<file path="config.mk">
export PLATFORM = sky130hd
export DESIGN_NAME = decode_stage
export DESIGN_NICKNAME = d
export VERILOG_FILES = /design/src/rtl/mips_pkg.sv /design/src/rtl/reg_file.sv /design/src/rtl/decode_stage.sv
export VERILOG_INCLUDE_DIRS = /design/src /design/src/rtl
export SDC_FILE = /design/constraint.sdc
export NUM_CORES = 2
export LEC_CHECK = 0
export BUFFER_PORTS_ARGS = -buffer_cell sky130_fd_sc_hd__clkbuf_2
export CAP_MARGIN = 20
export CORE_ASPECT_RATIO = 1.25
export CORE_MARGIN = 2
export CORE_UTILIZATION = 30
export DETAILED_ROUTE_END_ITERATION = 6
export SKIP_LAST_GASP = 1
export SLEW_MARGIN = 40
export SYNTH_ARGS = -nofsm -noshare
export SYNTH_HDL_FRONTEND = slang
export SYNTH_SLANG_ARGS = --single-unit
</file>
<file path="constraint.sdc">
create_clock -name clk -period 9.3 [get_ports clk]
set_input_delay 0.93 -clock clk [delete_from_list [all_inputs] [get_ports clk]]
set_output_delay 0.93 -clock clk [all_outputs]
set_load 0.05 [all_outputs]
</file>
<file path="src/rtl/mips_defs.svh">
// core widths, memory depths and the nop instruction word
`ifndef MIPS_DEFS_SVH
`define MIPS_DEFS_SVH

// data and instruction word width
`define MIPS_XLEN 32

// register number width, 32 registers
`define MIPS_REG_AW 5

// instruction memory word address, 256 words
`define MIPS_IMEM_AW 8

// data memory word address, 256 words
`define MIPS_DMEM_AW 8

// sll r0, r0, 0 encodes as all zeros
`define MIPS_NOP 32'h0000_0000

`endif

</file>
<file path="src/rtl/mips_pkg.sv">
// package with word, register index, opcode, funct and alu operation types
`default_nettype none

`include "mips_defs.svh"

package mips_pkg;

	typedef logic [`MIPS_XLEN-1:0] word_t;
	typedef logic [`MIPS_REG_AW-1:0] reg_idx_t;

	// instr[31:26], only the kept opcodes
	typedef enum logic [5:0] {
		OP_RTYPE = 6'h00,
		OP_ADDI  = 6'h08,
		OP_SLTI  = 6'h0a,
		OP_ANDI  = 6'h0c,
		OP_ORI   = 6'h0d,
		OP_XORI  = 6'h0e,
		OP_LUI   = 6'h0f,
		OP_LW    = 6'h23,
		OP_SW    = 6'h2b
	} opcode_e;

	// instr[5:0] of r-type
	typedef enum logic [5:0] {
		FN_SLL = 6'h00,
		FN_SRL = 6'h02,
		FN_SRA = 6'h03,
		FN_ADD = 6'h20,
		FN_SUB = 6'h22,
		FN_AND = 6'h24,
		FN_OR  = 6'h25,
		FN_XOR = 6'h26,
		FN_NOR = 6'h27,
		FN_SLT = 6'h2a
	} funct_e;

	typedef enum logic [3:0] {
		ALU_AND = 4'b0000,
		ALU_OR  = 4'b0001,
		ALU_ADD = 4'b0010,
		ALU_XOR = 4'b0011,
		ALU_SLL = 4'b0100,
		ALU_SUB = 4'b0110,
		ALU_SLT = 4'b0111,
		ALU_SRL = 4'b1000,
		ALU_SRA = 4'b1001,
		ALU_LUI = 4'b1010,
		ALU_NOR = 4'b1100
	} alu_op_e;

endpackage

`default_nettype wire

</file>
<file path="src/rtl/reg_file.sv">
// 32 x 32 register file with two read ports, one write port and write-through
`timescale 1ns/1ns
`default_nettype none

`include "mips_defs.svh"

module reg_file (
	input wire clk,
	input wire rst,
	input wire mips_pkg::reg_idx_t rs,
	input wire mips_pkg::reg_idx_t rt,
	input wire wb_en,
	input wire mips_pkg::reg_idx_t wb_reg,
	input wire mips_pkg::word_t wb_data,
	output mips_pkg::word_t rs_data,
	output mips_pkg::word_t rt_data
);

	mips_pkg::word_t regs [2**`MIPS_REG_AW];

	always_ff @(posedge clk)
	begin
		if (rst)
		begin
			for (int i = 0; i < 2**`MIPS_REG_AW; i++)
				regs[i] <= '0;
		end
		else if (wb_en)
			regs[wb_reg] <= wb_data;
	end

	// r0 is hardwired and a same-cycle write bypasses the array
	assign rs_data = (rs == '0) ? '0 :
		(wb_en && wb_reg == rs) ? wb_data : regs[rs];
	assign rt_data = (rt == '0) ? '0 :
		(wb_en && wb_reg == rt) ? wb_data : regs[rt];

endmodule

`default_nettype wire

</file>
<file path="src/rtl/decode_stage.sv">
// instruction decode, immediate extension, load-use stall and id/ex register
`timescale 1ns/1ns
`default_nettype none

`include "mips_defs.svh"

module decode_stage (
	input wire clk,
	input wire rst,
	input wire mips_pkg::word_t id_instr,
	input wire wb_en,
	input wire mips_pkg::reg_idx_t wb_reg,
	input wire mips_pkg::word_t wb_data,
	output logic stall,
	output logic ex_reg_write,
	output logic ex_mem_read,
	output logic ex_mem_write,
	output logic ex_alu_src,
	output mips_pkg::alu_op_e ex_alu_op,
	output mips_pkg::reg_idx_t ex_dest,
	output mips_pkg::reg_idx_t ex_rs,
	output mips_pkg::reg_idx_t ex_rt,
	output mips_pkg::word_t ex_rs_data,
	output mips_pkg::word_t ex_rt_data,
	output mips_pkg::word_t ex_imm,
	output logic [4:0] ex_shamt
);

	mips_pkg::opcode_e opcode;
	mips_pkg::funct_e funct;
	mips_pkg::reg_idx_t rs;
	mips_pkg::reg_idx_t rt;
	mips_pkg::reg_idx_t rd;
	mips_pkg::word_t rs_data;
	mips_pkg::word_t rt_data;
	mips_pkg::word_t imm;
	mips_pkg::alu_op_e alu_op;
	logic reg_write;
	logic mem_read;
	logic mem_write;
	logic alu_src;
	logic use_rd; // r-type writes rd
	logic zero_ext; // logical immediates

	assign opcode = mips_pkg::opcode_e'(id_instr[31:26]);
	assign funct = mips_pkg::funct_e'(id_instr[5:0]);
	assign rs = id_instr[25:21];
	assign rt = id_instr[20:16];
	assign rd = id_instr[15:11];

	reg_file rf_i (
		.clk(clk),
		.rst(rst),
		.rs(rs),
		.rt(rt),
		.wb_en(wb_en),
		.wb_reg(wb_reg),
		.wb_data(wb_data),
		.rs_data(rs_data),
		.rt_data(rt_data)
	);

	always_comb
	begin
		reg_write = 1'b0;
		mem_read = 1'b0;
		mem_write = 1'b0;
		alu_src = 1'b1;
		use_rd = 1'b0;
		zero_ext = 1'b0;
		alu_op = mips_pkg::ALU_ADD;
		case (opcode)
			mips_pkg::OP_RTYPE:
			begin
				alu_src = 1'b0;
				use_rd = 1'b1;
				reg_write = 1'b1;
				case (funct)
					mips_pkg::FN_SLL: alu_op = mips_pkg::ALU_SLL;
					mips_pkg::FN_SRL: alu_op = mips_pkg::ALU_SRL;
					mips_pkg::FN_SRA: alu_op = mips_pkg::ALU_SRA;
					mips_pkg::FN_ADD: alu_op = mips_pkg::ALU_ADD;
					mips_pkg::FN_SUB: alu_op = mips_pkg::ALU_SUB;
					mips_pkg::FN_AND: alu_op = mips_pkg::ALU_AND;
					mips_pkg::FN_OR: alu_op = mips_pkg::ALU_OR;
					mips_pkg::FN_XOR: alu_op = mips_pkg::ALU_XOR;
					mips_pkg::FN_NOR: alu_op = mips_pkg::ALU_NOR;
					mips_pkg::FN_SLT: alu_op = mips_pkg::ALU_SLT;
					default: reg_write = 1'b0; // unknown funct acts as nop
				endcase
			end
			mips_pkg::OP_ADDI: reg_write = 1'b1;
			mips_pkg::OP_SLTI:
			begin
				reg_write = 1'b1;
				alu_op = mips_pkg::ALU_SLT;
			end
			mips_pkg::OP_ANDI:
			begin
				reg_write = 1'b1;
				zero_ext = 1'b1;
				alu_op = mips_pkg::ALU_AND;
			end
			mips_pkg::OP_ORI:
			begin
				reg_write = 1'b1;
				zero_ext = 1'b1;
				alu_op = mips_pkg::ALU_OR;
			end
			mips_pkg::OP_XORI:
			begin
				reg_write = 1'b1;
				zero_ext = 1'b1;
				alu_op = mips_pkg::ALU_XOR;
			end
			mips_pkg::OP_LUI:
			begin
				reg_write = 1'b1;
				alu_op = mips_pkg::ALU_LUI;
			end
			mips_pkg::OP_LW:
			begin
				reg_write = 1'b1;
				mem_read = 1'b1; // address is rs + imm
			end
			mips_pkg::OP_SW: mem_write = 1'b1;
			default: alu_src = 1'b1; // unknown opcode writes nothing
		endcase
	end

	assign imm = zero_ext ? {{(`MIPS_XLEN-16){1'b0}}, id_instr[15:0]} :
		{{(`MIPS_XLEN-16){id_instr[15]}}, id_instr[15:0]};

	// load in id/ex feeding the instruction in if/id
	assign stall = ex_mem_read && ex_dest != '0 && (ex_dest == rs || ex_dest == rt);

	always_ff @(posedge clk)
	begin
		if (rst || stall) // stall inserts a bubble
		begin
			ex_reg_write <= 1'b0;
			ex_mem_read <= 1'b0;
			ex_mem_write <= 1'b0;
		end
		else
		begin
			ex_reg_write <= reg_write;
			ex_mem_read <= mem_read;
			ex_mem_write <= mem_write;
		end
	end

	always_ff @(posedge clk)
	begin
		ex_alu_src <= alu_src;
		ex_alu_op <= alu_op;
		ex_dest <= use_rd ? rd : rt;
		ex_rs <= rs;
		ex_rt <= rt;
		ex_rs_data <= rs_data;
		ex_rt_data <= rt_data;
		ex_imm <= imm;
		ex_shamt <= id_instr[10:6];
	end

endmodule

`default_nettype wire

</file>
==> results.toml <==
[power_and_ir_drop]
p_sw_mw = 3.54
swShare = 0.277
combPwrFrac = 0.133
p_total_mw = 12.8
internal_power_mw = 9.25
pwr-share-clk = 0.394
powerDensity_nw_per_um2 = 193
vdd_drop_max_v = 0.000182
seqPwrFrac = 0.473
p_leak_nw = 23.2

[timing]
fin_setup_tns_ns = 0
min_period_ns = 4.08
slew_viol_final = 0
holdWs_ns = 0.257
finClkSkew_ns = 0.0499
fmax_ghz = 0.245
finalHoldViolations = 0
rsz0062_at_grt = "false"
finalCritPeriodShare = 0.439
setup_slack_ns = 5.22
tightest_slew_ns = 0.937
setup_violations = 0
slew_headroom = 0.375

[critical_path]
path_max_fanout = 25
cpPeakStageDelay_ns = 0.69
arrival_ns = 3.15
end_kind = "output pin"
crit_path_start_kind = "input port"
critical_path_required_ns = 8.37
crit_top_cell = "clkbuf_2"
cp_slowest_cell = "buf_4"
crit_type = "in -> out"
path_cells = "clkbuf_2 -> buf_4 -> xor2_1 -> nor3_1 -> a22oi_1 -> nor2_1 -> clkbuf_2"

[clock_tree]
cts_hold_buf = 0
htree_levels = 3
cts_tree = "done"
clock_sinks = 1128
clk_pin_slew_ns = 0.06
max-clock-path-buffers = 3
post_cts_buffers = 0
cts_buffers = 118
clk_latency_ns = 0.79
clock-root-buffer = "clkbuf_16"
cts.repair.resized = 0

[logic_synthesis]
synthArstFlopShare = 0
yosys_warnings = 0
ys_seq_area_frac = 0.565
synth_fp_nets = 4130
ys.flop_type = "edfxtp_1"
synth_area_um2 = 58100
synth_cells = 4058
synth.area.top_cells = "edfxtp_1 (53%), mux4_2 (14%), and2_1 (11%)"
ys_types = 52
yosysTopAreaCell = "edfxtp_1"
synth_seq_cells = 1128
synth_edf_count = 1024
netlist.area_leader.share = 0.529
postSynthAreaPerCell_um2 = 14.3

[routing]
wl_per_cell_um = 36.3
firstDrtPassIters = 6
route.met2.wl_mm = 109
drc_errors = 0
viasPerCell = 6.10
drt_iter0_drc = 6988
met3_length_mm = 33.6
top_layer = "met5"
ant_nets = 0
drt_wl_total_mm = 244
via_count = 41117
drt-met1-wl_mm = 87.1

[placement]
dp_slack_ns = 4.68
place.gp.congestion = 0.880
dp_cells = 6487
placed_area_um2 = 62200
post-dp-hpwl_mm = 137
io_buffers = 196

[final_layout]
fin_util = 0.345
fillCellCount = 18535
num-nets-final = 4136
final_cell_area_um2 = 66400
final_cells = 6735
drive_above_1_share = 0.239
areaGrowthSynthToFinish_pct = 14.3

[job]
cap_viol_max_count = 0

[floorplanning]
core_area_um2 = 192000
die-area_um2 = 197000
die_w_um = 398
floorplan.initialDensity = 0.302
die_h_um = 496
io_pins = 197
row_count = 180

[grt]
antenna_found_initial = 43
grt_usage = 0.242
grt_remaining_overflow = 0
grt_pass1_wl_mm = 331
grt_start_max_net_pins = 84
first_global_vias = 39616

[worst_hold_path]
worstHoldPathType = "in -> reg"

[status]
status = "finished clean"
==> final timing paths <==
check                         start             end  slack (ns)  depth (start not counted)
setup / recovery       id_instr[25]           stall        5.22                          7
hold / removal         id_instr[14]      ex_imm[14]        0.26                          1
setup reg to reg  rf_i.regs[15][28]  ex_rs_data[28]        7.24                          4
hold reg to reg         ex_mem_read     ex_mem_read        0.72                          3
==> cell usage in the layout, fill, tap and decap left out, types with 46 or more instances in the layout <==
| master | count |
|---|---|
| edfxtp_1 | 1024 |
| a221oi_1 | 68 |
| o21ai_0 | 46 |
| dfxtp_1 | 104 |
| mux4_2 | 356 |
| mux2i_1 | 337 |
| nand2_1 | 48 |
| a22oi_1 | 57 |
| buf_4 | 103 |
| clkbuf_16 | 119 |
| and2_1 | 1025 |
| clkbuf_2 | 189 |
| o221ai_1 | 62 |
| a221o_1 | 62 |
| a21oi_1 | 62 |
==> Yosys cell counts, types with 3 or more instances <==
| master | number |
|---|---|
| buf_4 | 45 |
| o21ai_1 | 3 |
| inv_1 | 8 |
| nand2_1 | 48 |
| a221oi_1 | 68 |
| buf_2 | 56 |
| and2_1 | 1026 |
| dfxtp_1 | 104 |
| buf_6 | 10 |
| a211o_1 | 16 |
| nand3b_1 | 6 |
| o21ai_0 | 78 |
| o221ai_1 | 62 |
| a31oi_1 | 8 |
| o22ai_1 | 15 |
| a211oi_1 | 41 |
| mux2i_1 | 337 |
| xor2_1 | 12 |
| nor2_1 | 51 |
| mux2_2 | 33 |
| a32o_1 | 33 |
| or3_1 | 5 |
| o22a_1 | 3 |
| nor2b_1 | 11 |
| nor3b_1 | 3 |
| edfxtp_1 | 1024 |
| buf_1 | 23 |
| a221o_1 | 62 |
| mux4_2 | 356 |
| a22oi_1 | 57 |
| nand2b_1 | 3 |
| clkbuf_1 | 312 |
| xnor2_1 | 8 |
| nand3_1 | 5 |
| a21oi_1 | 62 |
| nor3_1 | 41 |
| or3b_2 | 4 |
==> sequential cells by signal, indices dropped and copies added, names as in the netlist, 4 cells and up <==
| register | cells |
|---|---|
| ex_alu_op | 4 |
| rf_i.regs | 1024 |
| ex_shamt | 4 |
| ex_rt_data | 32 |
| ex_rs_data | 32 |
| ex_dest | 5 |
| ex_rt | 5 |
| ex_imm | 13 |
| ex_rs | 5 |
==> worst max-delay path: cells and delay by family <==
family	cells	cell delay, ns
simple gates	2	0.45
xor+xnor	1	0.14
buf+inv	3	1.48
compound gates	1	0.12
==> cell type report <==
type	instances	area (µm²)	share of cell area
timing repair buffer	335	2380	0.0359
tap	2548	3190	0.0480
inverter	9	36.3	0.000547
clock inverter	61	709	0.0107
multi-input combinational	2472	23900	0.360
clock buffer	164	3310	0.0499
antenna	18	45.0	0.000679
sequential	1128	32800	0.495
==> layer usage <==
layer,GRT usage,up-vias
met5,0,-
met4,0.130,22
met3,0.0680,796
met2,0.370,3538
met1,0.310,21124
li1,-,15637
==> power by group through the flow <==
stage / Sequential [mW] / Clock (mW) / Combinational (mW)
global placement: 6.13 / 0 / 1.65
detailed placement: 6.14 / 0 / 1.66
floorplan: 6.22 / 0 / 0.871
finish: 6.05 / 5.04 / 1.70
global route: 6.07 / 5.24 / 1.74
CTS: 6.04 / 5.06 / 1.67
==> cells by family after synthesis <==
kind of cell              after synthesis  share of synthesized area
muxes                                 726                      0.203
DFF                                  1128                      0.565
buffers and inverters                 458                     0.0358
AOI/OAI and AO/OA                     515                     0.0676
and+or+nand+nor                      1211                      0.126
xor gates and xnor gates               20                    0.00302
(Power assumes the default switching activity.)
