===== config.mk =====
export PLATFORM = sky130hd
export DESIGN_NAME = execute_stage
export DESIGN_NICKNAME = d
export VERILOG_FILES = /design/src/rtl/mips_pkg.sv /design/src/rtl/execute_stage.sv
export VERILOG_INCLUDE_DIRS = /design/src /design/src/rtl
export SDC_FILE = /design/constraint.sdc
export NUM_CORES = 1
export LEC_CHECK = 0
export BUFFER_PORTS_ARGS = -buffer_cell sky130_fd_sc_hd__buf_2
export CELL_PAD_IN_SITES_DETAIL_PLACEMENT = 1
export CELL_PAD_IN_SITES_GLOBAL_PLACEMENT = 2
export CORE_MARGIN = 2
export CORE_UTILIZATION = 33
export DETAILED_ROUTE_END_ITERATION = 8
export PLACE_DENSITY_LB_ADDON = 0.1
export SLEW_MARGIN = 25
export SYNTH_ARGS = -nofsm -noshare
export SYNTH_HDL_FRONTEND = slang
export SYNTH_SLANG_ARGS = --single-unit

===== constraint.sdc =====
create_clock -name clk -period 5.5 [get_ports clk]
set_input_delay 0 -clock clk [delete_from_list [all_inputs] [get_ports clk]]
set_output_delay 0 -clock clk [all_outputs]
set_load 0.01 [all_outputs]

===== src/rtl/mips_defs.svh =====
// core widths, memory depths and the nop instruction word
`ifndef MIPS_DEFS_SVH
`define MIPS_DEFS_SVH

// data and instruction word width
`define MIPS_XLEN 32

// register number width, 32 registers
`define MIPS_REG_AW 5

// instruction memory word address, 256 words
`define MIPS_IMEM_AW 8

// data memory word address, 256 words
`define MIPS_DMEM_AW 8

// sll r0, r0, 0 encodes as all zeros
`define MIPS_NOP 32'h0000_0000

`endif


===== src/rtl/mips_pkg.sv =====
// package with word, register index, opcode, funct and alu operation types
`default_nettype none

`include "mips_defs.svh"

package mips_pkg;

	typedef logic [`MIPS_XLEN-1:0] word_t;
	typedef logic [`MIPS_REG_AW-1:0] reg_idx_t;

	// instr[31:26], only the kept opcodes
	typedef enum logic [5:0] {
		OP_RTYPE = 6'h00,
		OP_ADDI  = 6'h08,
		OP_SLTI  = 6'h0a,
		OP_ANDI  = 6'h0c,
		OP_ORI   = 6'h0d,
		OP_XORI  = 6'h0e,
		OP_LUI   = 6'h0f,
		OP_LW    = 6'h23,
		OP_SW    = 6'h2b
	} opcode_e;

	// instr[5:0] of r-type
	typedef enum logic [5:0] {
		FN_SLL = 6'h00,
		FN_SRL = 6'h02,
		FN_SRA = 6'h03,
		FN_ADD = 6'h20,
		FN_SUB = 6'h22,
		FN_AND = 6'h24,
		FN_OR  = 6'h25,
		FN_XOR = 6'h26,
		FN_NOR = 6'h27,
		FN_SLT = 6'h2a
	} funct_e;

	typedef enum logic [3:0] {
		ALU_AND = 4'b0000,
		ALU_OR  = 4'b0001,
		ALU_ADD = 4'b0010,
		ALU_XOR = 4'b0011,
		ALU_SLL = 4'b0100,
		ALU_SUB = 4'b0110,
		ALU_SLT = 4'b0111,
		ALU_SRL = 4'b1000,
		ALU_SRA = 4'b1001,
		ALU_LUI = 4'b1010,
		ALU_NOR = 4'b1100
	} alu_op_e;

endpackage

`default_nettype wire


===== src/rtl/execute_stage.sv =====
// operand forwarding, alu and ex/mem register
`timescale 1ns/1ns
`default_nettype none

module execute_stage (
	input wire clk,
	input wire rst,
	input wire ex_reg_write,
	input wire ex_mem_read,
	input wire ex_mem_write,
	input wire ex_alu_src,
	input wire mips_pkg::alu_op_e ex_alu_op,
	input wire mips_pkg::reg_idx_t ex_dest,
	input wire mips_pkg::reg_idx_t ex_rs,
	input wire mips_pkg::reg_idx_t ex_rt,
	input wire mips_pkg::word_t ex_rs_data,
	input wire mips_pkg::word_t ex_rt_data,
	input wire mips_pkg::word_t ex_imm,
	input wire [4:0] ex_shamt,
	input wire wb_en,
	input wire mips_pkg::reg_idx_t wb_reg,
	input wire mips_pkg::word_t wb_data,
	output logic mem_reg_write,
	output logic mem_mem_read,
	output logic mem_mem_write,
	output mips_pkg::reg_idx_t mem_dest,
	output mips_pkg::word_t mem_alu_result,
	output mips_pkg::word_t mem_store_data
);

	mips_pkg::word_t op_a; // forwarded rs
	mips_pkg::word_t fwd_rt; // forwarded rt
	mips_pkg::word_t op_b;
	mips_pkg::word_t alu_result;
	logic fwd_mem_ok;

	// ex/mem only counts when it writes a real register
	assign fwd_mem_ok = mem_reg_write && mem_dest != '0;

	always_comb
	begin
		if (fwd_mem_ok && mem_dest == ex_rs)
			op_a = mem_alu_result; // newest value wins
		else if (wb_en && wb_reg == ex_rs)
			op_a = wb_data;
		else
			op_a = ex_rs_data;
	end

	always_comb
	begin
		if (fwd_mem_ok && mem_dest == ex_rt)
			fwd_rt = mem_alu_result;
		else if (wb_en && wb_reg == ex_rt)
			fwd_rt = wb_data;
		else
			fwd_rt = ex_rt_data;
	end

	assign op_b = ex_alu_src ? ex_imm : fwd_rt;

	always_comb
	begin
		case (ex_alu_op)
			mips_pkg::ALU_ADD: alu_result = op_a + op_b; // wraps without an overflow trap
			mips_pkg::ALU_SUB: alu_result = op_a - op_b;
			mips_pkg::ALU_AND: alu_result = op_a & op_b;
			mips_pkg::ALU_OR: alu_result = op_a | op_b;
			mips_pkg::ALU_XOR: alu_result = op_a ^ op_b;
			mips_pkg::ALU_NOR: alu_result = ~(op_a | op_b);
			mips_pkg::ALU_SLT: alu_result = mips_pkg::word_t'($signed(op_a) < $signed(op_b));
			mips_pkg::ALU_SLL: alu_result = fwd_rt << ex_shamt;
			mips_pkg::ALU_SRL: alu_result = fwd_rt >> ex_shamt;
			mips_pkg::ALU_SRA: alu_result = $signed(fwd_rt) >>> ex_shamt;
			mips_pkg::ALU_LUI: alu_result = ex_imm << 16;
			default: alu_result = '0;
		endcase
	end

	always_ff @(posedge clk)
	begin
		if (rst)
		begin
			mem_reg_write <= 1'b0;
			mem_mem_read <= 1'b0;
			mem_mem_write <= 1'b0;
		end
		else
		begin
			mem_reg_write <= ex_reg_write;
			mem_mem_read <= ex_mem_read;
			mem_mem_write <= ex_mem_write;
		end
	end

	always_ff @(posedge clk)
	begin
		mem_dest <= ex_dest;
		mem_alu_result <= alu_result;
		mem_store_data <= fwd_rt; // sw data after forwarding
	end

endmodule

`default_nettype wire


==> results of run 1 <==
## cell usage in the layout (no fill, tap or decap), types with 37 or more instances in the layout
| cell type | n |
|---|---|
| sky130_fd_sc_hd__buf_4 | 89 |
| sky130_fd_sc_hd__o21ai_0 | 138 |
| sky130_fd_sc_hd__nor2_1 | 138 |
| sky130_fd_sc_hd__mux2i_1 | 107 |
| sky130_fd_sc_hd__nand2_1 | 156 |
| sky130_fd_sc_hd__dfxtp_1 | 72 |
| sky130_fd_sc_hd__nand3_1 | 61 |
| sky130_fd_sc_hd__o22ai_1 | 37 |
| sky130_fd_sc_hd__a22oi_1 | 59 |
| sky130_fd_sc_hd__mux4_2 | 42 |
| sky130_fd_sc_hd__nor3_1 | 54 |
| sky130_fd_sc_hd__ha_1 | 99 |
| sky130_fd_sc_hd__buf_2 | 235 |
| sky130_fd_sc_hd__a21oi_1 | 103 |
| sky130_fd_sc_hd__inv_1 | 110 |
## cell usage after synthesis (38+ instances only)
| cell type | instances |
|---|---|
| sky130_fd_sc_hd__inv_1 | 110 |
| sky130_fd_sc_hd__mux2i_1 | 107 |
| sky130_fd_sc_hd__o22ai_1 | 38 |
| sky130_fd_sc_hd__a21oi_1 | 105 |
| sky130_fd_sc_hd__dfxtp_1 | 72 |
| sky130_fd_sc_hd__nor3_1 | 54 |
| sky130_fd_sc_hd__nor2_1 | 141 |
| sky130_fd_sc_hd__a22oi_1 | 59 |
| sky130_fd_sc_hd__ha_1 | 101 |
| sky130_fd_sc_hd__nand2_1 | 156 |
| sky130_fd_sc_hd__clkbuf_1 | 117 |
| sky130_fd_sc_hd__o21ai_0 | 142 |
| sky130_fd_sc_hd__a31oi_1 | 40 |
| sky130_fd_sc_hd__nand3_1 | 61 |
| sky130_fd_sc_hd__mux4_2 | 42 |
## per-layer routing
| metal | wire, um | GRT usage | up-vias | part of all wire |
|---|---|---|---|---|
| met2 | 36100 | 0.622 | 927 | 0.45 |
| met5 | 11 | 0 | - | 0.00014 |
| met4 | 3390 | 0.143 | 2 | 0.042 |
| met3 | 7370 | 0.0818 | 160 | 0.091 |
| met1 | 33800 | 0.511 | 8093 | 0.42 |
| li1 | - | - | 7071 | - |
## power by group through the flow
| stage | combinational [W] | sequential, W | clock [W] |
|---|---|---|---|
| after floorplan | 0.000961 | 0.000646 | 0 |
| after global placement | 0.00166 | 0.000649 | 0 |
| after detailed placement | 0.00167 | 0.000650 | 0 |
| after CTS | 0.00169 | 0.000638 | 0.000602 |
| after global routing | 0.00185 | 0.000643 | 0.000628 |
| final | 0.00175 | 0.000641 | 0.000597 |
## per-stage QoR
| step | TNS (ns) | total power, W | hold WS, ns | worst slack [ns] |
|---|---|---|---|---|
| 2_1_floorplan | 0 | 0.00161 | 0.0277 | 0.856 |
| 3_3_place_gp | 0 | 0.00231 | 0.104 | 0.0920 |
| 3_5_place_dp | -0.0245 | 0.00232 | 0.107 | -0.0245 |
| 4_1_cts | 0 | 0.00293 | 0.00399 | 0.00463 |
| 5_1_grt | -0.0000910 | 0.00312 | 0.0311 | -0.0000910 |
| 6_report | 0 | 0.00299 | 0.0183 | 0.172 |
## final cells by class
class / instances / share of cell area
Multi-Input combinational cell: 1447 / 0.684
Clock buffer: 9 / 0.0146
Clock inverter: 7 / 0.00405
Tap cell: 518 / 0.0420
Sequential cell: 72 / 0.0933
Timing Repair Buffer: 343 / 0.133
Inverter: 120 / 0.0292
Antenna cell: 1 / 0.000162
## logic make-up after synthesis
family | after synthesis | synth area share
simple gates | 498 | 0.175
buf+inv | 260 | 0.0778
xor+xnor | 41 | 0.0278
flops | 72 | 0.112
fa+ha+maj | 103 | 0.101
mux | 175 | 0.179
compound gates | 630 | 0.328
## flip-flops by register name, indices dropped and copies added (netlist names)
| name | count |
|---|---|
| mem_store_data | 32 |
| mem_mem_read | 1 |
| mem_dest | 5 |
| mem_mem_write | 1 |
| mem_reg_write | 1 |
| mem_alu_result | 32 |
## critical path: stages, from the launching register on
cell	delay [ns]
sky130_fd_sc_hd__dfxtp_1	0.35
sky130_fd_sc_hd__or4_4	0.56
sky130_fd_sc_hd__o21ai_0	0.21
sky130_fd_sc_hd__nor4_2	0.10
sky130_fd_sc_hd__buf_12	0.16
sky130_fd_sc_hd__o21ai_0	0.82
sky130_fd_sc_hd__ha_1	0.33
sky130_fd_sc_hd__inv_1	0.14
sky130_fd_sc_hd__o211a_1	0.15
sky130_fd_sc_hd__or4b_2	0.65
sky130_fd_sc_hd__o32ai_2	0.39
sky130_fd_sc_hd__o21ai_0	0.24
sky130_fd_sc_hd__nand2_1	0.12
sky130_fd_sc_hd__o31ai_1	0.09
sky130_fd_sc_hd__xnor2_1	0.42
sky130_fd_sc_hd__o21ai_0	0.14
sky130_fd_sc_hd__or3_1	0.32
## what timing repair did
action / CTS / global route
hold buffers: 16 / 0
hold endpoints to repair: 13 / 0
pin swaps: 0 / 2
setup endpoints to repair: 1 / 13
buffers inserted: 0 / 1
gates resized for setup: 1 / 18
## worst max-delay path by stage
stage                 from                  to
6_report       mem_dest[1]  mem_alu_result[21]
5_1_grt        mem_dest[1]  mem_alu_result[21]
4_1_cts        mem_dest[1]  mem_alu_result[28]
3_5_place_dp   mem_dest[1]  mem_alu_result[21]
3_3_place_gp   mem_dest[1]  mem_alu_result[28]
2_1_floorplan  mem_dest[1]  mem_alu_result[31]
==> impl_metrics.prom, run 1 <==
# TYPE chip_impl_metric gauge
chip_impl_metric{name="fmax",unit="MHz"} 188
chip_impl_metric{name="finalClockSkew",unit="ns"} 0.0158
chip_impl_info{name="worst_hold_path_type",value="input pin to flop"} 1
chip_impl_info{name="hold_path_end",value="mem_store_data[6]"} 1
chip_impl_metric{name="finalNetCount",unit=""} 2260
chip_impl_info{name="r2r-end",value="mem_alu_result[21]"} 1
chip_impl_info{name="clockRootBuffer",value="sky130_fd_sc_hd__clkbuf_16"} 1
chip_impl_metric{name="core.rowCount",unit=""} 72
chip_impl_metric{name="timing.reg2reg.worst_path_depth",unit=""} 16
chip_impl_metric{name="synthesis.area_per_instance",unit="um^2"} 7.25
chip_impl_info{name="synth_flop_cell",value="sky130_fd_sc_hd__dfxtp_1"} 1
chip_impl_info{name="synth_top_cells_by_area",value="sky130_fd_sc_hd__dfxtp_1 (11%), sky130_fd_sc_hd__ha_1 (9.8%), sky130_fd_sc_hd__mux2i_1 (8.3%)"} 1
chip_impl_metric{name="reg2reg_setup_slack",unit="ns"} 0.17
chip_impl_metric{name="total_switching_power",unit="W"} 0.00148
chip_impl_metric{name="dpl_cell_area",unit="mm^2"} 0.0149
chip_impl_metric{name="h-tree-depth",unit=""} 3
chip_impl_metric{name="critical_path.max_fanout",unit=""} 25
chip_impl_metric{name="synth_sequential_area_ratio",unit=""} 0.112
chip_impl_metric{name="max-cap-violations",unit=""} 0
chip_impl_metric{name="grt_antenna_before_repair",unit=""} 3
chip_impl_metric{name="numPlacedInstances",unit=""} 2483
chip_impl_metric{name="worst_ep_arrival_time",unit="ns"} 5.56
chip_impl_metric{name="synthesis.area",unit="mm^2"} 0.0129
chip_impl_info{name="timing_worst_setup_path_type",value="flop to flop"} 1
chip_impl_metric{name="area.growth.synth_to_final",unit="%"} 19.7
chip_impl_metric{name="fp.dieArea",unit="mm^2"} 0.0407
chip_impl_metric{name="drive_gt1_frac",unit=""} 0.238
chip_impl_info{name="critical_path.reg2reg.startpoint",value="mem_dest[1]"} 1
chip_impl_metric{name="utilization",unit=""} 0.400
chip_impl_metric{name="drc",unit=""} 0
chip_impl_metric{name="io_buffers",unit=""} 235
chip_impl_metric{name="final_period_minus_worst_setup_slack",unit="ns"} 5.33
chip_impl_metric{name="synth.ff_latch_count",unit=""} 72
chip_impl_metric{name="drt-wirelength-per-cell",unit="um"} 32.1
chip_impl_info{name="timing.critical_path.to_type",value="flop"} 1
chip_impl_metric{name="powerDensity",unit="mW/mm^2"} 194
chip_impl_metric{name="grt_pass1_wl",unit="mm"} 116
chip_impl_metric{name="core-area",unit="mm^2"} 0.0386
chip_impl_metric{name="die_width",unit="um"} 202
chip_impl_metric{name="hold_viol_final",unit=""} 0
chip_impl_metric{name="hold-path-cell-count",unit=""} 3
chip_impl_info{name="hp-start",value="ex_rt_data[6]"} 1
chip_impl_metric{name="ys_types",unit=""} 81
chip_impl_metric{name="number_of_flops_mapped_to_enable_cells_by_yosys",unit=""} 0
chip_impl_metric{name="worstMarginPinSlew",unit="ns"} 1.04
chip_impl_metric{name="postSynthNetCount",unit=""} 2046
chip_impl_metric{name="place.detailed.hpwl",unit="mm"} 65.1
chip_impl_metric{name="swShare",unit=""} 0.495
chip_impl_info{name="run_status",value="completed"} 1
chip_impl_metric{name="gp_congestion",unit=""} 1.05
chip_impl_metric{name="leakagePower",unit="nW"} 6.58
chip_impl_metric{name="cts_buffer_depth",unit=""} 2
chip_impl_info{name="setup.worst_path.start_class",value="flop"} 1
chip_impl_metric{name="clock_insertion_delay_worst_skew",unit="ns"} 0.36
chip_impl_metric{name="cts.sinks",unit=""} 72
chip_impl_metric{name="synth_async_sr_flop_share",unit=""} 0
chip_impl_metric{name="design.portCount",unit=""} 236
chip_impl_metric{name="first_pass_iters",unit=""} 6
chip_impl_metric{name="count_of_filler_cells_inserted_in_the_layout",unit=""} 4825
chip_impl_metric{name="synthesis.instances",unit=""} 1779
chip_impl_metric{name="timing.final.setup_violations",unit=""} 0
chip_impl_metric{name="grtUsageTotal",unit=""} 0.388
chip_impl_metric{name="required_time_at_the_endpoint_of_the_critical_path",unit="ns"} 5.73
chip_impl_metric{name="fin_crit_sh",unit=""} 0.969
chip_impl_metric{name="grt.overflow.total",unit=""} 0
chip_impl_info{name="synth_area_leader_cell",value="sky130_fd_sc_hd__dfxtp_1"} 1
chip_impl_metric{name="post_cts_clock_slew_at_the_launch_and_capture_registers_of_the_worst_setup_and_hold_paths",unit="ns"} 0.08
chip_impl_metric{name="vias",unit=""} 16300
chip_impl_metric{name="slew-limit-headroom",unit=""} 0.297
chip_impl_metric{name="number_of_warnings_printed_during_yosys_synthesis",unit=""} 0
chip_impl_metric{name="post_drt_via_cell_ratio",unit=""} 6.46
chip_impl_metric{name="power.ir.vdd_worst",unit="mV"} 0.138
chip_impl_metric{name="first_global_vias",unit=""} 16200
chip_impl_metric{name="yosys.area.top_type_share",unit=""} 0.112
chip_impl_metric{name="die_height",unit="um"} 202
chip_impl_metric{name="grt_max_degree",unit=""} 65
chip_impl_metric{name="internal-power",unit="W"} 0.00151
chip_impl_metric{name="p_comb_frac",unit=""} 0.586
chip_impl_info{name="cts_tree",value="built"} 1
chip_impl_metric{name="slew_viol_final",unit=""} 0
chip_impl_metric{name="register_area",unit="mm^2"} 0.00144
chip_impl_metric{name="final_area",unit="mm^2"} 0.0154
chip_impl_metric{name="detail-route-antenna-nets",unit=""} 0
chip_impl_metric{name="layoutNonFillerInstCount",unit=""} 2517
chip_impl_metric{name="p_clk_frac",unit=""} 0.200
chip_impl_metric{name="drt_iter0_drc",unit=""} 1935
chip_impl_metric{name="seq_power_share",unit=""} 0.214
chip_impl_metric{name="total_routed_length",unit="mm"} 80.7
chip_impl_metric{name="initial_utilization",unit=""} 0.334
chip_impl_metric{name="footprint_of_the_multi_input_gates",unit="mm^2"} 0.0106
chip_impl_metric{name="cts-buffers-inserted",unit=""} 9
(Power assumes the default switching activity.)
==> run 2, diff against run 1 <==
--- a/config.mk
+++ b/config.mk
@@ -12,6 +12,8 @@
 export CORE_MARGIN = 2
 export CORE_UTILIZATION = 33
 export DETAILED_ROUTE_END_ITERATION = 8
+export HOLD_SLACK_MARGIN = 0.12
+export MAX_ROUTING_LAYER = met4
 export PLACE_DENSITY_LB_ADDON = 0.1
 export SLEW_MARGIN = 25
 export SYNTH_ARGS = -nofsm -noshare
==> run 2 against run 1 <==
Effect of this change:
- non-clock buffer count up 11
- sequential share of layout area shrank 0.053 points
- via count rose by 1.4%
- worst hold slack better by 0.16 ns
- critical endpoint is now mem_alu_result[29]
- combinational power barely moved
- first-iteration DRC count is 8.6% higher
==> impl_metrics.prom, run 2 (synthesis results as in run 1) <==
# TYPE chip_impl_metric gauge
chip_impl_metric{name="cts_buffer_depth",unit=""} 2
chip_impl_metric{name="worstMarginPinSlew",unit="ns"} 1.15
chip_impl_metric{name="slew_viol_final",unit=""} 0
chip_impl_metric{name="post_drt_via_cell_ratio",unit=""} 6.52
chip_impl_metric{name="fmax",unit="MHz"} 189
chip_impl_info{name="slowest_stage",value="sky130_fd_sc_hd__or4_4"} 1
chip_impl_metric{name="h-tree-depth",unit=""} 3
chip_impl_metric{name="fin_crit_sh",unit=""} 0.963
chip_impl_metric{name="power.ir.vdd_worst",unit="mV"} 0.146
chip_impl_metric{name="powerDensity",unit="mW/mm^2"} 196
chip_impl_metric{name="initial_utilization",unit=""} 0.334
chip_impl_metric{name="finalNetCount",unit=""} 2271
chip_impl_info{name="crit_family",value="compound AO/OA/AOI/OAI gates"} 1
chip_impl_metric{name="finalClockSkew",unit="ns"} 0.0122
chip_impl_metric{name="core.rowCount",unit=""} 72
chip_impl_info{name="cts_tree",value="built"} 1
chip_impl_metric{name="post_cts_clock_slew_at_the_launch_and_capture_registers_of_the_worst_setup_and_hold_paths",unit="ns"} 0.07
chip_impl_info{name="most_prevalent_standard_cell_on_the_critical_path",value="sky130_fd_sc_hd__o21ai_0"} 1
chip_impl_metric{name="first_global_vias",unit=""} 16000
chip_impl_metric{name="drt_iter0_drc",unit=""} 2102
chip_impl_metric{name="cts-buffers-inserted",unit=""} 9
chip_impl_metric{name="drive_gt1_frac",unit=""} 0.235
chip_impl_metric{name="drc",unit=""} 0
chip_impl_metric{name="area.growth.synth_to_final",unit="%"} 20.4
chip_impl_metric{name="cts.sinks",unit=""} 72
chip_impl_info{name="setup.worst_path.start_class",value="flop"} 1
chip_impl_metric{name="drt-wirelength-per-cell",unit="um"} 32.5
chip_impl_metric{name="grtUsageTotal",unit=""} 0.406
chip_impl_metric{name="leakagePower",unit="nW"} 6.61
chip_impl_metric{name="core-area",unit="mm^2"} 0.0386
chip_impl_metric{name="place.detailed.hpwl",unit="mm"} 66.7
chip_impl_metric{name="vias",unit=""} 16500
chip_impl_info{name="crit_path_cell_trace",value="or4_4 -> o211ai_2 -> or2_2 -> buf_4 -> a31oi_2 -> mux2_2 -> ha_1 -> o21ai_0 -> o21bai_1 -> o2111ai_2 -> a211oi_1 -> buf_4 -> o21ai_0 -> a211oi_1 -> o21ai_0 -> a21oi_1 -> xnor2_1 -> o2111ai_1"} 1
chip_impl_info{name="top_library_cells_by_usage_in_the_layout_fill_and_taps_aside",value="sky130_fd_sc_hd__buf_2 (235), sky130_fd_sc_hd__nand2_1 (156), sky130_fd_sc_hd__nor2_1 (139)"} 1
chip_impl_metric{name="die_width",unit="um"} 202
chip_impl_info{name="run_status",value="completed"} 1
chip_impl_metric{name="grt.overflow.total",unit=""} 0
chip_impl_metric{name="slew-limit-headroom",unit=""} 0.230
chip_impl_metric{name="grt_max_degree",unit=""} 65
chip_impl_metric{name="hold-worst-slack",unit="ns"} 0.182
chip_impl_info{name="top_regs",value="mem_alu_result x32, mem_store_data x32, mem_dest x5"} 1
chip_impl_metric{name="clock_insertion_delay_worst_skew",unit="ns"} 0.36
chip_impl_metric{name="required_time_at_the_endpoint_of_the_critical_path",unit="ns"} 5.73
chip_impl_info{name="clockRootBuffer",value="sky130_fd_sc_hd__clkbuf_16"} 1
chip_impl_info{name="setup_repair_after_global_routing_missed_its_margin",value="false"} 1
chip_impl_metric{name="timing.critical_path.buf_inv",unit=""} 2
chip_impl_metric{name="gp_congestion",unit=""} 1.02
chip_impl_metric{name="detail-route-antenna-nets",unit=""} 0
chip_impl_metric{name="grt_antenna_before_repair",unit=""} 3
chip_impl_metric{name="io_buffers",unit=""} 235
chip_impl_info{name="timing_worst_setup_path_type",value="flop to flop"} 1
chip_impl_metric{name="grt_pass1_wl",unit="mm"} 117
chip_impl_metric{name="final_period_minus_worst_setup_slack",unit="ns"} 5.30
chip_impl_metric{name="hold_viol_final",unit=""} 0
chip_impl_metric{name="critical_path.max_fanout",unit=""} 10
chip_impl_metric{name="max-cap-violations",unit=""} 0
chip_impl_metric{name="worst_ep_arrival_time",unit="ns"} 5.52
chip_impl_metric{name="die_height",unit="um"} 202
chip_impl_metric{name="finalPower",unit="W"} 0.00304
chip_impl_info{name="layout.cells.most_common",value="sky130_fd_sc_hd__buf_2"} 1
chip_impl_metric{name="first_pass_iters",unit=""} 5
chip_impl_metric{name="design.portCount",unit=""} 236
chip_impl_metric{name="fp.dieArea",unit="mm^2"} 0.0407
chip_impl_info{name="timing.critical_path.to_type",value="flop"} 1
chip_impl_metric{name="timing.final.setup_violations",unit=""} 0
chip_impl_metric{name="total_routed_length",unit="mm"} 82.2
chip_impl_info{name="worst_hold_path_type",value="input pin to flop"} 1
chip_impl_metric{name="worst_stage_delay_on_the_critical_path",unit="ns"} 0.55
==> run 2: cell types whose count changed in the layout (fill, tap and decap cells not counted), sizes merged <==
| cell | change |
|---|---|
| bufinv | +1 |
| inv | -3 |
| buf | +3 |
| diode | +2 |
| clkinv | -2 |
| dlygate4sd3 | +8 |
| clkinvlp | +4 |
==> run 2: worst paths after layout <==
path	start	to	slack, ns	depth (start not counted)
worst max-delay path	mem_dest[1]	mem_alu_result[29]	0.20	18
worst min-delay path	wb_data[7]	mem_store_data[7]	0.18	4
worst max register to register	mem_dest[1]	mem_alu_result[29]	0.20	18
worst min register to register	mem_alu_result[7]	mem_store_data[7]	0.90	3
==> run 2: worst register-to-register path: stages, from the launching register on <==
cell,delay [ns]
sky130_fd_sc_hd__dfxtp_1,0.35
sky130_fd_sc_hd__or4_4,0.55
sky130_fd_sc_hd__o211ai_2,0.20
sky130_fd_sc_hd__or2_2,0.31
sky130_fd_sc_hd__buf_4,0.20
sky130_fd_sc_hd__a31oi_2,0.18
sky130_fd_sc_hd__mux2_2,0.36
sky130_fd_sc_hd__ha_1,0.40
sky130_fd_sc_hd__o21ai_0,0.12
sky130_fd_sc_hd__o21bai_1,0.31
sky130_fd_sc_hd__o2111ai_2,0.21
sky130_fd_sc_hd__a211oi_1,0.24
sky130_fd_sc_hd__buf_4,0.16
sky130_fd_sc_hd__o21ai_0,0.12
sky130_fd_sc_hd__a211oi_1,0.52
sky130_fd_sc_hd__o21ai_0,0.29
sky130_fd_sc_hd__a21oi_1,0.35
sky130_fd_sc_hd__xnor2_1,0.17
sky130_fd_sc_hd__o2111ai_1,0.12
==> run 2: repair_timing <==
item	CTS	global route
setup endpoints to repair	2	15
gates resized for setup	0	13
hold buffers	24	0
hold endpoints to repair	16	0
pin swaps	1	0
setup buffers	1	0
==> run 2: area by class of cell <==
| class | count | area, um^2 |
|---|---|---|
| diodes | 3 | 7.51 |
| multi-input cells | 1447 | 10500 |
| clock buffers | 9 | 225 |
| fillers | 4897 | 23100 |
| well taps | 518 | 648 |
| inverters | 120 | 450 |
| flip-flops and latches | 72 | 1440 |
| repair buffers | 354 | 2150 |
| clock inverters | 7 | 72.6 |
==> run 2: layer usage <==
metal	share of wire	GRT usage	vias to the layer above	routed length, um
met3	0.092	0.0735	162	7580
met4	0.044	0.154	0	3590
met1	0.44	0.545	8229	35800
li1	-	-	7080	-
met2	0.43	0.604	1015	35200
met5	0	-	-	0
==> run 2: per-stage QoR <==
stage	util	cell area, um^2	TNS, ns	worst slack, ns	cells
2_1_floorplan	-	12900	0	0.856	1779
3_3_place_gp	0.386	14900	0	0.0545	2486
3_5_place_dp	0.386	14900	-0.140	-0.0735	2486
4_1_cts	0.400	15500	0	0.0303	2527
5_1_grt	0.402	15500	0	0.0110	2529
6_report	0.402	15500	0	0.203	2530
==> run 2: power breakdown <==
| part | total [W] | switching, W | internal (W) |
|---|---|---|---|
| clock network | 0.000628 | 0.000277 | 0.000351 |
| logic | 0.00177 | 0.00115 | 0.000619 |
| registers | 0.000640 | 0.0000625 | 0.000577 |
